## src/hw/pbus_config.svh

```systemverilog
////////////////////////////////////////
// peripheral bus configuration
// widths, address map, register word
// indices and control bit positions
////////////////////////////////////////

`ifndef PBUS_CONFIG_SVH
`define PBUS_CONFIG_SVH

// bus widths
`define PBUS_ADDR_W         32
`define PBUS_DATA_W         32
`define PBUS_STRB_W         4       // one bit per byte lane

// address fields
`define PBUS_SEL_LSB        12      // slave select field
`define PBUS_SEL_MSB        15
`define PBUS_IDX_LSB        2       // word index inside a slave
`define PBUS_IDX_MSB        4

// slave codes, anything else is unmapped
`define PBUS_SLV_GPIO       0
`define PBUS_SLV_TIM0       1
`define PBUS_SLV_TIM1       2

// pins and interrupts
`define PBUS_NUM_GPIO_OUT   8
`define PBUS_NUM_GPIO_IN    8
`define PBUS_NUM_IRQ        3       // tim1, tim0, gpio

// gpio register map
`define PBUS_GPIO_OUT       0
`define PBUS_GPIO_IN        1       // read only
`define PBUS_GPIO_IRQ_EN    2
`define PBUS_GPIO_IRQ_ST    3       // write 1 to clear

// timer register map
`define PBUS_TIM_CTRL       0
`define PBUS_TIM_LOAD       1
`define PBUS_TIM_COUNT      2       // read only
`define PBUS_TIM_STATUS     3       // bit 0 expired, w1c

// timer control bits
`define PBUS_TIM_EN_BIT     0
`define PBUS_TIM_RELOAD_BIT 1
`define PBUS_TIM_IRQ_EN_BIT 2

`endif
```

## src/hw/pbus_pkg.sv

```systemverilog
////////////////////////////////////////
// peripheral bus types
// vector typedefs and crossbar state
////////////////////////////////////////

`include "pbus_config.svh"

`default_nettype none

package pbus_pkg;

    typedef logic [`PBUS_ADDR_W-1:0] pbus_addr_t;                   // byte address
    typedef logic [`PBUS_DATA_W-1:0] pbus_data_t;                   // register word
    typedef logic [`PBUS_STRB_W-1:0] pbus_strb_t;                   // byte write enables
    typedef logic [`PBUS_IDX_MSB-`PBUS_IDX_LSB:0] pbus_idx_t;      // word index in slave

    typedef logic [`PBUS_NUM_GPIO_OUT-1:0] gpio_out_t;              // output pins
    typedef logic [`PBUS_NUM_GPIO_IN-1:0]  gpio_in_t;               // input pins
    typedef logic [`PBUS_NUM_IRQ-1:0]      irq_vec_t;               // interrupt lines

    // crossbar handshake state
    typedef enum logic {
        IDLE,       // ready for a request
        RESP        // response waiting for the master
    } xbar_state_e;

endpackage

`default_nettype wire

```

## src/hw/peripheral_bus.sv

```systemverilog
////////////////////////////////////////
// peripheral bus top level
// crossbar, gpio and two timers behind
// one valid/ready request/response port
////////////////////////////////////////

`include "pbus_config.svh"

`default_nettype none

module peripheral_bus (
    input  wire logic                 clock_i,
    input  wire logic                 arst_n_i,
    // request channel
    input  wire logic                 req_valid_i,
    input  wire logic                 req_we_i,
    input  wire pbus_pkg::pbus_addr_t req_addr_i,
    input  wire pbus_pkg::pbus_data_t req_wdata_i,
    input  wire pbus_pkg::pbus_strb_t req_strb_i,
    output logic                      req_ready_o,
    // response channel
    output logic                      rsp_valid_o,
    output pbus_pkg::pbus_data_t      rsp_rdata_o,
    output logic                      rsp_err_o,
    input  wire logic                 rsp_ready_i,
    // pins and interrupts
    input  wire pbus_pkg::gpio_in_t   gpio_in_i,
    output pbus_pkg::gpio_out_t       gpio_out_o,
    output pbus_pkg::irq_vec_t        int_o
);

    logic                 acc_we;                       // shared access fields
    pbus_pkg::pbus_idx_t  acc_idx;
    pbus_pkg::pbus_data_t acc_wdata;
    pbus_pkg::pbus_strb_t acc_strb;
    logic                 gpio_sel, tim0_sel, tim1_sel; // one per slave
    pbus_pkg::pbus_data_t gpio_rdata, tim0_rdata, tim1_rdata;
    logic                 gpio_err, tim0_err, tim1_err;
    logic                 gpio_irq, tim0_irq, tim1_irq;

    assign int_o = {tim1_irq, tim0_irq, gpio_irq};      // bit order fixed by sw

    ////////////////////////////////////////
    // crossbar
    ////////////////////////////////////////

    pbus_xbar u_xbar (
        .clock_i      ( clock_i     ),
        .arst_n_i     ( arst_n_i    ),
        .req_valid_i  ( req_valid_i ),
        .req_we_i     ( req_we_i    ),
        .req_addr_i   ( req_addr_i  ),
        .req_wdata_i  ( req_wdata_i ),
        .req_strb_i   ( req_strb_i  ),
        .req_ready_o  ( req_ready_o ),
        .rsp_valid_o  ( rsp_valid_o ),
        .rsp_rdata_o  ( rsp_rdata_o ),
        .rsp_err_o    ( rsp_err_o   ),
        .rsp_ready_i  ( rsp_ready_i ),
        .acc_we_o     ( acc_we      ),
        .acc_idx_o    ( acc_idx     ),
        .acc_wdata_o  ( acc_wdata   ),
        .acc_strb_o   ( acc_strb    ),
        .gpio_sel_o   ( gpio_sel    ),
        .tim0_sel_o   ( tim0_sel    ),
        .tim1_sel_o   ( tim1_sel    ),
        .gpio_rdata_i ( gpio_rdata  ),
        .tim0_rdata_i ( tim0_rdata  ),
        .tim1_rdata_i ( tim1_rdata  ),
        .gpio_err_i   ( gpio_err    ),
        .tim0_err_i   ( tim0_err    ),
        .tim1_err_i   ( tim1_err    )
    );

    ////////////////////////////////////////
    // slaves
    ////////////////////////////////////////

    pbus_gpio u_gpio (
        .clock_i    ( clock_i    ),
        .arst_n_i   ( arst_n_i   ),
        .sel_i      ( gpio_sel   ),
        .we_i       ( acc_we     ),
        .idx_i      ( acc_idx    ),
        .wdata_i    ( acc_wdata  ),
        .strb_i     ( acc_strb   ),
        .gpio_in_i  ( gpio_in_i  ),     // async pins
        .rdata_o    ( gpio_rdata ),
        .err_o      ( gpio_err   ),
        .gpio_out_o ( gpio_out_o ),
        .irq_o      ( gpio_irq   )
    );

    pbus_timer u_tim0 (
        .clock_i  ( clock_i    ),
        .arst_n_i ( arst_n_i   ),
        .sel_i    ( tim0_sel   ),
        .we_i     ( acc_we     ),
        .idx_i    ( acc_idx    ),
        .wdata_i  ( acc_wdata  ),
        .strb_i   ( acc_strb   ),
        .rdata_o  ( tim0_rdata ),
        .err_o    ( tim0_err   ),
        .irq_o    ( tim0_irq   )
    );

    pbus_timer u_tim1 (
        .clock_i  ( clock_i    ),
        .arst_n_i ( arst_n_i   ),
        .sel_i    ( tim1_sel   ),
        .we_i     ( acc_we     ),
        .idx_i    ( acc_idx    ),
        .wdata_i  ( acc_wdata  ),
        .strb_i   ( acc_strb   ),
        .rdata_o  ( tim1_rdata ),
        .err_o    ( tim1_err   ),
        .irq_o    ( tim1_irq   )
    );

endmodule

`default_nettype wire

```

## src/hw/pbus_timer.sv

```systemverilog
////////////////////////////////////////
// count-down timer slave
// one shot or auto reload, expiry irq
////////////////////////////////////////

`include "pbus_config.svh"

`default_nettype none

module pbus_timer (
    input  wire logic                 clock_i,
    input  wire logic                 arst_n_i,
    input  wire logic                 sel_i,
    input  wire logic                 we_i,
    input  wire pbus_pkg::pbus_idx_t  idx_i,
    input  wire pbus_pkg::pbus_data_t wdata_i,
    input  wire pbus_pkg::pbus_strb_t strb_i,
    output pbus_pkg::pbus_data_t      rdata_o,
    output logic                      err_o,
    output logic                      irq_o
);

    logic                 en_q;         // counting
    logic                 reload_q;     // reload at zero
    logic                 irq_en_q;     // expiry irq enable
    logic                 expired_q;    // STATUS bit 0
    pbus_pkg::pbus_data_t load_q;       // LOAD register
    pbus_pkg::pbus_data_t count_q;      // live counter
    pbus_pkg::pbus_data_t ctrl_word;    // CTRL as read back
    pbus_pkg::pbus_data_t wmask;        // strobes expanded to bits
    pbus_pkg::pbus_data_t ctrl_wr;      // CTRL after byte merge
    pbus_pkg::pbus_data_t load_wr;      // LOAD after byte merge
    logic                 wr_en;
    logic                 expire;       // zero reached while enabled
    logic                 st_clr;

    assign err_o   = (idx_i > pbus_pkg::pbus_idx_t'(`PBUS_TIM_STATUS));
    assign wr_en   = sel_i & we_i & ~err_o;
    assign expire  = en_q & (count_q == '0);
    assign st_clr  = wr_en & (idx_i == `PBUS_TIM_STATUS) & wdata_i[0] & wmask[0];
    assign irq_o   = expired_q & irq_en_q;
    assign ctrl_wr = (ctrl_word & ~wmask) | (wdata_i & wmask);
    assign load_wr = (load_q & ~wmask) | (wdata_i & wmask);

    always_comb begin
        for (int b = 0; b < `PBUS_STRB_W; b++) begin
            wmask[b*8 +: 8] = {8{strb_i[b]}};
        end
    end

    always_comb begin
        ctrl_word                       = '0;
        ctrl_word[`PBUS_TIM_EN_BIT]     = en_q;
        ctrl_word[`PBUS_TIM_RELOAD_BIT] = reload_q;
        ctrl_word[`PBUS_TIM_IRQ_EN_BIT] = irq_en_q;
    end

    // read mux
    always_comb begin
        case (idx_i)
            `PBUS_TIM_CTRL:   rdata_o = ctrl_word;
            `PBUS_TIM_LOAD:   rdata_o = load_q;
            `PBUS_TIM_COUNT:  rdata_o = count_q;
            `PBUS_TIM_STATUS: rdata_o = pbus_pkg::pbus_data_t'(expired_q);
            default:          rdata_o = '0;
        endcase
    end

    ////////////////////////////////////////
    // counter and registers
    ////////////////////////////////////////

    always_ff @(posedge clock_i or negedge arst_n_i) begin
        if (!arst_n_i) begin
            en_q      <= 1'b0;
            reload_q  <= 1'b0;
            irq_en_q  <= 1'b0;
            expired_q <= 1'b0;
            load_q    <= '0;
            count_q   <= '0;
        end else begin
            // counting, L+1 edges from enable to expiry
            if (expire) begin
                if (reload_q) begin
                    count_q <= load_q;              // periodic
                end else begin
                    en_q <= 1'b0;                   // one shot stops
                end
            end else if (en_q) begin
                count_q <= count_q - 1'b1;
            end

            if (st_clr) expired_q <= 1'b0;
            if (expire) expired_q <= 1'b1;          // new expiry beats clear

            // bus writes override the counter
            if (wr_en) begin
                case (idx_i)
                    `PBUS_TIM_CTRL: begin
                        en_q     <= ctrl_wr[`PBUS_TIM_EN_BIT];
                        reload_q <= ctrl_wr[`PBUS_TIM_RELOAD_BIT];
                        irq_en_q <= ctrl_wr[`PBUS_TIM_IRQ_EN_BIT];
                    end
                    `PBUS_TIM_LOAD: begin
                        load_q  <= load_wr;
                        count_q <= load_wr;         // restart from new value
                    end
                    default: ;                      // COUNT ro, STATUS w1c
                endcase
            end
        end
    end

endmodule

`default_nettype wire

```

## src/hw/pbus_gpio.sv

```systemverilog
////////////////////////////////////////
// gpio slave
// output register with byte lanes,
// synchronized inputs, change interrupt
////////////////////////////////////////

`include "pbus_config.svh"

`default_nettype none

module pbus_gpio (
    input  wire logic                 clock_i,
    input  wire logic                 arst_n_i,
    input  wire logic                 sel_i,
    input  wire logic                 we_i,
    input  wire pbus_pkg::pbus_idx_t  idx_i,
    input  wire pbus_pkg::pbus_data_t wdata_i,
    input  wire pbus_pkg::pbus_strb_t strb_i,
    input  wire pbus_pkg::gpio_in_t   gpio_in_i,
    output pbus_pkg::pbus_data_t      rdata_o,
    output logic                      err_o,
    output pbus_pkg::gpio_out_t       gpio_out_o,
    output logic                      irq_o
);

    pbus_pkg::gpio_out_t  out_q;        // OUT register
    pbus_pkg::gpio_in_t   in_meta_q;    // first sync stage
    pbus_pkg::gpio_in_t   in_sync_q;    // IN register value
    pbus_pkg::gpio_in_t   in_prev_q;    // last cycle, for edges
    pbus_pkg::gpio_in_t   irq_en_q;     // per pin change enable
    pbus_pkg::gpio_in_t   irq_st_q;     // sticky change flags
    pbus_pkg::gpio_in_t   in_chg;       // bits that toggled
    pbus_pkg::gpio_in_t   st_clr;       // w1c mask
    pbus_pkg::pbus_data_t wmask;        // strobes expanded to bits
    logic                 wr_en;        // committed write

    assign err_o  = (idx_i > pbus_pkg::pbus_idx_t'(`PBUS_GPIO_IRQ_ST));
    assign wr_en  = sel_i & we_i & ~err_o;     // bad index touches nothing
    assign in_chg = in_sync_q ^ in_prev_q;
    assign st_clr = (wr_en && idx_i == `PBUS_GPIO_IRQ_ST) ?
                    (wdata_i[`PBUS_NUM_GPIO_IN-1:0] & wmask[`PBUS_NUM_GPIO_IN-1:0]) : '0;

    assign gpio_out_o = out_q;
    assign irq_o      = |irq_st_q;

    always_comb begin
        for (int b = 0; b < `PBUS_STRB_W; b++) begin
            wmask[b*8 +: 8] = {8{strb_i[b]}};
        end
    end

    // read mux, IN returns the synchronized pins
    always_comb begin
        case (idx_i)
            `PBUS_GPIO_OUT:    rdata_o = pbus_pkg::pbus_data_t'(out_q);
            `PBUS_GPIO_IN:     rdata_o = pbus_pkg::pbus_data_t'(in_sync_q);
            `PBUS_GPIO_IRQ_EN: rdata_o = pbus_pkg::pbus_data_t'(irq_en_q);
            `PBUS_GPIO_IRQ_ST: rdata_o = pbus_pkg::pbus_data_t'(irq_st_q);
            default:           rdata_o = '0;
        endcase
    end

    ////////////////////////////////////////
    // input path
    ////////////////////////////////////////

    always_ff @(posedge clock_i or negedge arst_n_i) begin
        if (!arst_n_i) begin
            in_meta_q <= '0;
            in_sync_q <= '0;
            in_prev_q <= '0;
            irq_st_q  <= '0;
        end else begin
            in_meta_q <= gpio_in_i;                             // 2 flop sync
            in_sync_q <= in_meta_q;
            in_prev_q <= in_sync_q;
            irq_st_q  <= (irq_st_q & ~st_clr) | (in_chg & irq_en_q);   // set wins
        end
    end

    ////////////////////////////////////////
    // writable registers
    ////////////////////////////////////////

    always_ff @(posedge clock_i or negedge arst_n_i) begin
        if (!arst_n_i) begin
            out_q    <= '0;
            irq_en_q <= '0;
        end else if (wr_en) begin
            case (idx_i)
                `PBUS_GPIO_OUT: out_q <= (out_q & ~wmask[`PBUS_NUM_GPIO_OUT-1:0])
                                       | (wdata_i[`PBUS_NUM_GPIO_OUT-1:0]
                                          & wmask[`PBUS_NUM_GPIO_OUT-1:0]);
                `PBUS_GPIO_IRQ_EN: irq_en_q <= (irq_en_q & ~wmask[`PBUS_NUM_GPIO_IN-1:0])
                                             | (wdata_i[`PBUS_NUM_GPIO_IN-1:0]
                                                & wmask[`PBUS_NUM_GPIO_IN-1:0]);
                default: ;                                      // IN and status elsewhere
            endcase
        end
    end

endmodule

`default_nettype wire

```

## src/hw/pbus_xbar.sv

```systemverilog
////////////////////////////////////////
// peripheral bus crossbar
// accepts one request, strobes the
// addressed slave, registers the response
////////////////////////////////////////

`include "pbus_config.svh"

`default_nettype none

module pbus_xbar (
    input  wire logic                 clock_i,
    input  wire logic                 arst_n_i,
    // request channel
    input  wire logic                 req_valid_i,
    input  wire logic                 req_we_i,
    input  wire pbus_pkg::pbus_addr_t req_addr_i,
    input  wire pbus_pkg::pbus_data_t req_wdata_i,
    input  wire pbus_pkg::pbus_strb_t req_strb_i,
    output logic                      req_ready_o,
    // response channel
    output logic                      rsp_valid_o,
    output pbus_pkg::pbus_data_t      rsp_rdata_o,
    output logic                      rsp_err_o,
    input  wire logic                 rsp_ready_i,
    // shared slave access
    output logic                      acc_we_o,
    output pbus_pkg::pbus_idx_t       acc_idx_o,
    output pbus_pkg::pbus_data_t      acc_wdata_o,
    output pbus_pkg::pbus_strb_t      acc_strb_o,
    // per slave strobes and returns
    output logic                      gpio_sel_o,
    output logic                      tim0_sel_o,
    output logic                      tim1_sel_o,
    input  wire pbus_pkg::pbus_data_t gpio_rdata_i,
    input  wire pbus_pkg::pbus_data_t tim0_rdata_i,
    input  wire pbus_pkg::pbus_data_t tim1_rdata_i,
    input  wire logic                 gpio_err_i,
    input  wire logic                 tim0_err_i,
    input  wire logic                 tim1_err_i
);

    pbus_pkg::xbar_state_e                state_q;      // handshake fsm
    logic                                 accept;       // request taken this cycle
    logic [`PBUS_SEL_MSB-`PBUS_SEL_LSB:0] slv_code;     // decoded slave field
    logic                                 mapped;       // slave code exists
    logic                                 slv_err;      // selected slave error
    pbus_pkg::pbus_data_t                 slv_rdata;    // selected slave read data

    ////////////////////////////////////////
    // request side
    ////////////////////////////////////////

    assign req_ready_o = (state_q == pbus_pkg::IDLE);   // one access in flight
    assign rsp_valid_o = (state_q == pbus_pkg::RESP);
    assign accept      = req_valid_i & req_ready_o;
    assign slv_code    = req_addr_i[`PBUS_SEL_MSB:`PBUS_SEL_LSB];

    assign acc_we_o    = req_we_i;                      // shared by all slaves
    assign acc_idx_o   = req_addr_i[`PBUS_IDX_MSB:`PBUS_IDX_LSB];
    assign acc_wdata_o = req_wdata_i;
    assign acc_strb_o  = req_strb_i;

    // select strobes only live in the acceptance cycle
    assign gpio_sel_o  = accept & (slv_code == `PBUS_SLV_GPIO);
    assign tim0_sel_o  = accept & (slv_code == `PBUS_SLV_TIM0);
    assign tim1_sel_o  = accept & (slv_code == `PBUS_SLV_TIM1);

    // return mux
    always_comb begin
        mapped    = 1'b1;
        slv_rdata = '0;
        slv_err   = 1'b0;
        case (slv_code)
            `PBUS_SLV_GPIO: begin
                slv_rdata = gpio_rdata_i;
                slv_err   = gpio_err_i;
            end
            `PBUS_SLV_TIM0: begin
                slv_rdata = tim0_rdata_i;
                slv_err   = tim0_err_i;
            end
            `PBUS_SLV_TIM1: begin
                slv_rdata = tim1_rdata_i;
                slv_err   = tim1_err_i;
            end
            default: mapped = 1'b0;                     // decode error
        endcase
    end

    ////////////////////////////////////////
    // response side
    ////////////////////////////////////////

    always_ff @(posedge clock_i or negedge arst_n_i) begin
        if (!arst_n_i) begin
            state_q <= pbus_pkg::IDLE;
        end else begin
            case (state_q)
                pbus_pkg::IDLE: if (accept) state_q <= pbus_pkg::RESP;
                pbus_pkg::RESP: if (rsp_ready_i) state_q <= pbus_pkg::IDLE;
                default:        state_q <= pbus_pkg::IDLE;
            endcase
        end
    end

    // captured at acceptance, held through back-pressure
    always_ff @(posedge clock_i) begin
        if (accept) begin
            rsp_err_o <= ~mapped | slv_err;
            if (req_we_i || !mapped || slv_err) begin
                rsp_rdata_o <= '0;                      // no data for writes or errors
            end else begin
                rsp_rdata_o <= slv_rdata;
            end
        end
    end

endmodule

`default_nettype wire

```

## config.mk

```make
export PLATFORM = sky130hd
export DESIGN_NAME = peripheral_bus
export DESIGN_NICKNAME = d
export VERILOG_FILES = /design/src/hw/pbus_pkg.sv /design/src/hw/peripheral_bus.sv /design/src/hw/pbus_timer.sv /design/src/hw/pbus_gpio.sv /design/src/hw/pbus_xbar.sv
export VERILOG_INCLUDE_DIRS = /design/src /design/src/hw
export SDC_FILE = /design/constraint.sdc
export NUM_CORES = 1
export LEC_CHECK = 0
export BUFFER_PORTS_ARGS = -buffer_cell sky130_fd_sc_hd__clkbuf_2
export CAP_MARGIN = 20
export CORE_MARGIN = 2
export CORE_UTILIZATION = 55
export CTS_BUF_LIST = sky130_fd_sc_hd__clkbuf_4 sky130_fd_sc_hd__clkbuf_8
export DETAILED_ROUTE_END_ITERATION = 7
export PLACE_DENSITY_LB_ADDON = 0.3
export SKIP_LAST_GASP = 1
export SLEW_MARGIN = 20
export SYNTH_ARGS = -nofsm -noshare
export SYNTH_HDL_FRONTEND = slang
export SYNTH_SLANG_ARGS = --single-unit
```

## constraint.sdc

```tcl
create_clock -name clock_i -period 2.33 [get_ports clock_i]
set_input_delay 0.5825 -clock clock_i [delete_from_list [all_inputs] [get_ports clock_i]]
set_output_delay 0.5825 -clock clock_i [all_outputs]
set_load 0.05 [all_outputs]
```

# Yosys cells after proc, flatten, opt, wreduce, memory -nomap -nowiden
# Cells that the tools add are included.
totals:
  out_inout_bits: 46
  reg_bits: 218
  inputBits: 81
classes:
  n_addsub: 2
  reduce_logical: 18
  n_eq_ne: 5
  n_lt_le_gt_ge: 1
  mux: 32
  n_bitwise: 45
ops:
  columns: ["op", "count"]
  rows:
  - ["32-bit two-way mux", 10]
  - ["32-bit one-hot mux with 4 select lines", 2]
  - ["32-bit bitwise AND", 3]
  - ["32-bit one-hot mux with 3 select lines", 1]
  - ["32-bit logical NOT", 2]
  - ["32-bit OR", 2]
  - ["32-bit by 1-bit subtractor with 32-bit output (second input constant)", 2]
  - ["8-bit bitwise AND", 5]
  - ["32-bit inverter", 1]
  - ["8-bit one-hot mux with 4 select lines", 1]
  - ["8-bit OR", 3]
  - ["1-bit bitwise AND", 20]
  - ["1-bit two-way mux", 16]
  - ["8-bit inverter", 2]
  - ["2-bit AND reduction", 6]
  - ["8-bit two-way mux", 1]
  - ["8-bit OR reduction", 1]
  - ["8-bit bitwise XOR", 1]
  - ["3-bit bitwise AND", 2]
  - ["3-bit by 2-bit == test with 1-bit output (second input constant)", 2]
  - ["3-bit OR", 2]
  - ["4-bit by 1-bit == test with 1-bit output (second input constant)", 1]
  - ["4-bit by 2-bit == test with 1-bit output (second input constant)", 1]
  - ["4-bit logical NOT", 1]
  - ["11 further kinds", 15]

# Depth between registers and ports, before layout
depth:
  word_depth: 10
  ltp_mapped: 10

# Cells and area by module
# A second synthesis with hierarchy kept.
hier_totals:
  cells_unflattened: 1294
  area_unflattened_um2: 13895.8
modules_own_cells:
  columns: ["module", "n_inst", "area_per_inst_um2", "cells_per_inst"]
  rows:
  - ["pbus_timer at u_tim0", 1, 4709.5, 474]
  - ["pbus_timer at u_tim1", 1, 4652.0, 473]
  - ["pbus_xbar", 1, 2336.0, 185]
  - ["pbus_gpio", 1, 2175.8, 159]
  - ["peripheral_bus", 1, 22.5, 3]

# Worst setup path before layout
# Ideal clock, no wire load.
synth_timing:
  kind: "flip-flop to flip-flop"
  startpoint: "register u_xbar.state_q, in the netlist u_xbar.rsp_valid_o"
  endpoint: "register u_xbar.rsp_err_o, enable pin"
  path_slack_ns: -0.262
  stages_incl_launch_ff: 2
  t_required_ns: 1.902
  arrival_time_ns: 2.164
  setup_ns: 0.428
  path_cell_list: "dfrtp_1 > nor2b_1"
synth_between:
  elab_chain_len: 2
synth_lines:
  columns: ["item", "line", "source"]
  rows:
  - ["start, declared", "pbus_xbar.sv:43", "pbus_pkg::xbar_state_e state_q;"]
  - ["start signal, assigned", "pbus_xbar.sv:97", "state_q <= pbus_pkg::IDLE;"]
  - ["start signal, assigned", "pbus_xbar.sv:100", "pbus_pkg::IDLE: if (accept) state_q <= pbus_pkg::RESP;"]
  - ["start signal, assigned", "pbus_xbar.sv:101", "pbus_pkg::RESP: if (rsp_ready_i) state_q <= pbus_pkg::IDLE;"]
  - ["1-bit inverter", "pbus_xbar.sv:54", "assign req_ready_o = (state_q == pbus_pkg::IDLE);"]
  - ["1-bit bitwise AND", "pbus_xbar.sv:56", "assign accept = req_valid_i & req_ready_o;"]
  - ["via u_xbar.accept", "pbus_xbar.sv:44", "logic accept;"]
  - ["end signal, assigned", "pbus_xbar.sv:110", "rsp_err_o <= ~mapped | slv_err;"]
  - ["end, declared", "pbus_xbar.sv:24", "output logic rsp_err_o,"]
# The timed path passes the listed nets, and every way through them passes these cells.
# A chain may end at the register's enable or synchronous reset.

# Final worst setup path
layout_timing:
  startpoint: "register u_tim0.count_q[24]"
  endpoint: "register u_tim0.count_q[31]"
layout_between:
  elab_chain_len: 5
  elab_cells_between_ends: 7
layout_lines:
  columns: ["item", "line", "source"]
  rows:
  - ["start, declared", "pbus_timer.sv:28", "pbus_pkg::pbus_data_t count_q;"]
  - ["start signal, assigned", "pbus_timer.sv:85", "count_q <= load_q;"]
  - ["start signal, assigned", "pbus_timer.sv:90", "count_q <= count_q - 1'b1;"]
  - ["start signal, assigned", "pbus_timer.sv:106", "count_q <= load_wr;"]
  - ["32-bit by 1-bit subtractor with 32-bit output / 32-bit logical NOT (equally long branches)", "pbus_timer.sv:90, pbus_timer.sv:39", null]
  - ["32-bit two-way mux / 1-bit bitwise AND (equally long branches)", "pbus_timer.sv:89, pbus_timer.sv:39", null]
  - ["32-bit two-way mux (*)", "pbus_timer.sv:83", "if (expire) begin"]
  - ["32-bit two-way mux", "pbus_timer.sv:98", "case (idx_i)"]
  - ["32-bit two-way mux (*)", "pbus_timer.sv:97", "if (wr_en) begin"]
# Every way passes the cells marked *; elsewhere a longest branch is shown, timed or not.

==> impl_metrics.py <==
metrics = {
    "power_and_ir_drop": {
        "p_leak_nw": 6.47,
        "power-per-cell-area_nw_per_um2": 642,
        "vdd.ir_drop.worst_v": 0.000596,
        "total_power_mw": 9.55,
    },
    "sta": {
        "slew_violations": 0,
        "fin_worst_hold_slack_ns": 0.139,
        "finalClockSkew_ns": 0.0303,
        "layout_setup_ws_ns": -0.0559,
        "finalSetupViolations": 10,
        "finalHoldViolCount": 0,
        "final.period_utilization_pct": 102,
        "setup_repair_after_global_routing_missed_its_margin": "yes",
        "slew_headroom_pct": 60.0,
        "fin_tns_setup_ns": -0.377,
        "finalCriticalPeriod_ns": 2.39,
        "max_clock_freq_mhz": 419,
        "tightestPinTransition_ns": 0.599,
    },
    "global_routing": {
        "grt_antenna_before_repair": 0,
        "grt-ovfl-total": 0,
        "global_route.usage.total_pct": 29.5,
        "grt_pass1_vias": 10400,
        "grt_pass1_wl_um": 56200,
        "grt_max_degree": 52,
    },
    "detailed_routing": {
        "drtPass1Iterations": 6,
        "antenna_violating_nets_post_route": 0,
        "post_drt_via_cell_ratio": 6.33,
        "remaining_drc_errors": 0,
        "drt-wirelength-per-cell_um": 21.1,
        "vias": 10500,
        "wirelength_um": 34900,
        "drt_iter0_markers": 1023,
    },
    "clock_tree": {
        "tritoncts": "yes",
        "sinks_on_the_clock_net": 218,
        "clock_insertion_delay_worst_skew_ns": 0.55,
        "htree_num_levels": 2,
        "cell_at_the_root_of_the_clock_tree": "clkbuf_8",
        "clock_transition_time_at_the_flip_flop_clock_pins_of_the_worst_setup_and_hold_paths_ns": 0.06,
        "max-clock-path-buffers": 3,
        "tritoncts.num_buffers": 38,
    },
    "worst_setup_path": {
        "critical_path_arrival_ns": 2.80,
        "crit_path_to": "u_tim0.count_q[31]$_DFF_PN0_",
        "cp_cell_sequence": "or4_4, buf_4, buf_4, or4_1, o41a_1, nor3_1, o31ai_1",
        "critical_path.most_common_cell": "buf_4",
        "cp_startpoint": "u_tim0.count_q[24]$_DFF_PN0_",
        "worstSetupPathType": "flop to flop",
        "cell_with_the_biggest_individual_delay_on_the_critical_path": "or4_4",
        "r2r_start": "u_tim0.count_q[24]$_DFF_PN0_",
        "r2r-end": "u_tim0.count_q[31]$_DFF_PN0_",
        "critPathLaunchType": "flop",
        "critical_path.endpoint_type": "flop",
        "r2r_cells": 7,
        "path_max_fanout": 2,
        "r2r_slack_ns": -0.06,
        "cp_slowest_stage_delay_ns": 0.53,
        "worst_ep_required_time_ns": 2.74,
    },
    "cells_and_area": {
        "flow.area_growth_from_synthesis_pct": 20.7,
        "antennaDiodeCount": 0,
        "num-nets-final": 1431,
        "fin_cells": 1656,
        "drive_gt1_share_pct": 32.3,
    },
    "floorplanning": {
        "die_height_um": 154,
        "die_width_um": 154,
        "ios": 127,
        "num_rows": 54,
        "fp.dieArea_sq_um": 23600,
        "floorplan.initialDensity_pct": 56.3,
        "core-area_sq_um": 21900,
    },
    "place": {
        "place.port_buffers": 101,
        "placed_instances": 1578,
        "dp_hpwl_um": 24100,
        "replace_congestion": 0.919,
    },
    "synthesis": {
        "post-synth-top-count-cell": "dfrtp_1",
        "compound_gate_fraction_of_synth_area_pct": 17.3,
        "number_of_different_library_cells_in_the_post_synthesis_netlist": 71,
        "syn_nets": 1256,
        "synthTopCellsByCount": "185 x dfrtp_1, 102 x mux2_2, 87 x mux2i_1",
        "syn-mean-instance-area_sq_um": 10.5,
        "combinational_family_with_the_most_area_after_synthesis": "compound AO/OA/AOI/OAI gates",
        "synthMuxAreaShare_pct": 16.4,
        "synth_enable_flop_cells": 33,
        "postSynthCellCount": 1173,
        "synth.ff_latch_count": 218,
        "synth_top_area_share_pct": 37.6,
        "yosysWarnings": 0,
        "synth.largest_area_cell": "dfrtp_1",
        "synth_xor_xnor_area_share_pct": 3.98,
        "synth_simple_gate_area_share_pct": 13.0,
        "ys.flop_type": "dfrtp_1",
        "synth_seq_area_share_pct": 45.6,
        "ys_top_cells_by_area": "dfrtp_1 38%, mux2_2 9.3%, edfxtp_1 8.0%, mux2i_1 7.1%, a22oi_1 4.9%",
        "yosys.area_share.adder_pct": 0.203,
        "synth_area_sq_um": 12300,
        "synth-async-reset-ratio_pct": 84.9,
    },
    "run": {
        "maxCapViolCount": 0,
    },
    "min_path": {
        "hold_depth": 1,
        "hold_path.class": "primary input to flop",
    },
    "outcome": {
        "run_status": "finished with violations",
        "failed_checks": "negative setup slack",
    },
}
[placed cells by master, fill, tap and decap left out, types with 24 or more instances in the layout]
cell type,count
mux2i_1,87
a22oi_1,81
mux2_2,102
nor3_1,27
o22ai_1,26
nand2_1,79
xor2_1,33
clkbuf_8,45
nor2_1,67
a21oi_1,31
clkbuf_2,100
o21ai_0,31
dfrtp_1,184
nand3_1,25
buf_4,105
edfxtp_1,33
o22a_1,24
[metal layers]
metal  track usage [%]  share of wire, %  up-vias
met2              45.6                47      459
met1              42.7                44     5170
li1                  -                 -     4782
met3              5.36               7.1       75
met5                 0                 0        -
met4              8.56               2.1        0
[cell type report]
type	instances	area, sq um
Tap cell	280	350
Clock inverter	5	32.5
Timing Repair Buffer	224	1640
Sequential cell	218	5620
Clock buffer	63	748
Inverter	18	67.6
Fill cell	1701	7010
Multi-Input combinational cell	848	6430
[how the worst min path moves through the flow]
stage	startpoint	end	slack [ns]
2_1_floorplan	arst_n_i	async pin	0.29
3_3_place_gp	u_gpio.in_meta_q[0]$_DFF_PN0_	u_gpio.in_sync_q[0]$_DFF_PN0_	0.33
3_5_place_dp	u_gpio.in_meta_q[6]$_DFF_PN0_	u_gpio.in_sync_q[6]$_DFF_PN0_	0.34
4_1_cts	gpio_in_i[7]	u_gpio.in_meta_q[7]$_DFF_PN0_	0.12
5_1_grt	gpio_in_i[7]	u_gpio.in_meta_q[7]$_DFF_PN0_	0.11
6_report	gpio_in_i[2]	u_gpio.in_meta_q[2]$_DFF_PN0_	0.14
[repair_timing]
action / in CTS / in global routing
gates resized for setup: 6 / 12
buffers inserted: 6 / 3
endpoints found under the setup margin: 15 / 41
pin swaps: 5 / 4
endpoints found under the hold margin: 32 / 0
hold buffers: 1 / 0
[report_power, final]
| group | internal [mW] | total (mW) | switching [mW] |
|---|---|---|---|
| Combinational | 0.654 | 1.61 | 0.956 |
| Sequential | 4.09 | 4.32 | 0.229 |
| Clock | 2.03 | 3.62 | 1.59 |
| Total | 6.77 | 9.55 | 2.78 |
[cells by family (layout without fill, tap and decap cells)]
family,Yosys count,after routing
DFF,218,218
adders and majority gates,2,2
AOI/OAI and AO/OA,293,293
buffers and inverters,107,310
muxes,189,189
xor gates and xnor gates,56,56
and+or+nand+nor,308,308
[through the flow]
| stage | setup slack, ns | util, % | cell area [sq um] |
|---|---|---|---|
| final | -0.0559 | 68.0 | 14900 |
| after global routing | -0.120 | 68.0 | 14900 |
| after CTS | -0.0929 | 67.6 | 14800 |
| after detailed placement | -0.104 | 63.6 | 13900 |
| after global placement | -0.0587 | 63.6 | 13900 |
| after floorplan | -0.0598 | - | 12400 |
[critical path: cells and delay by family, from the launching register on]
kind,cells,cell delay (ns)
simple gates,3,1.16
buf+inv,2,0.27
flops,1,0.38
compound gates,2,0.44
(Power assumes the default switching activity.)
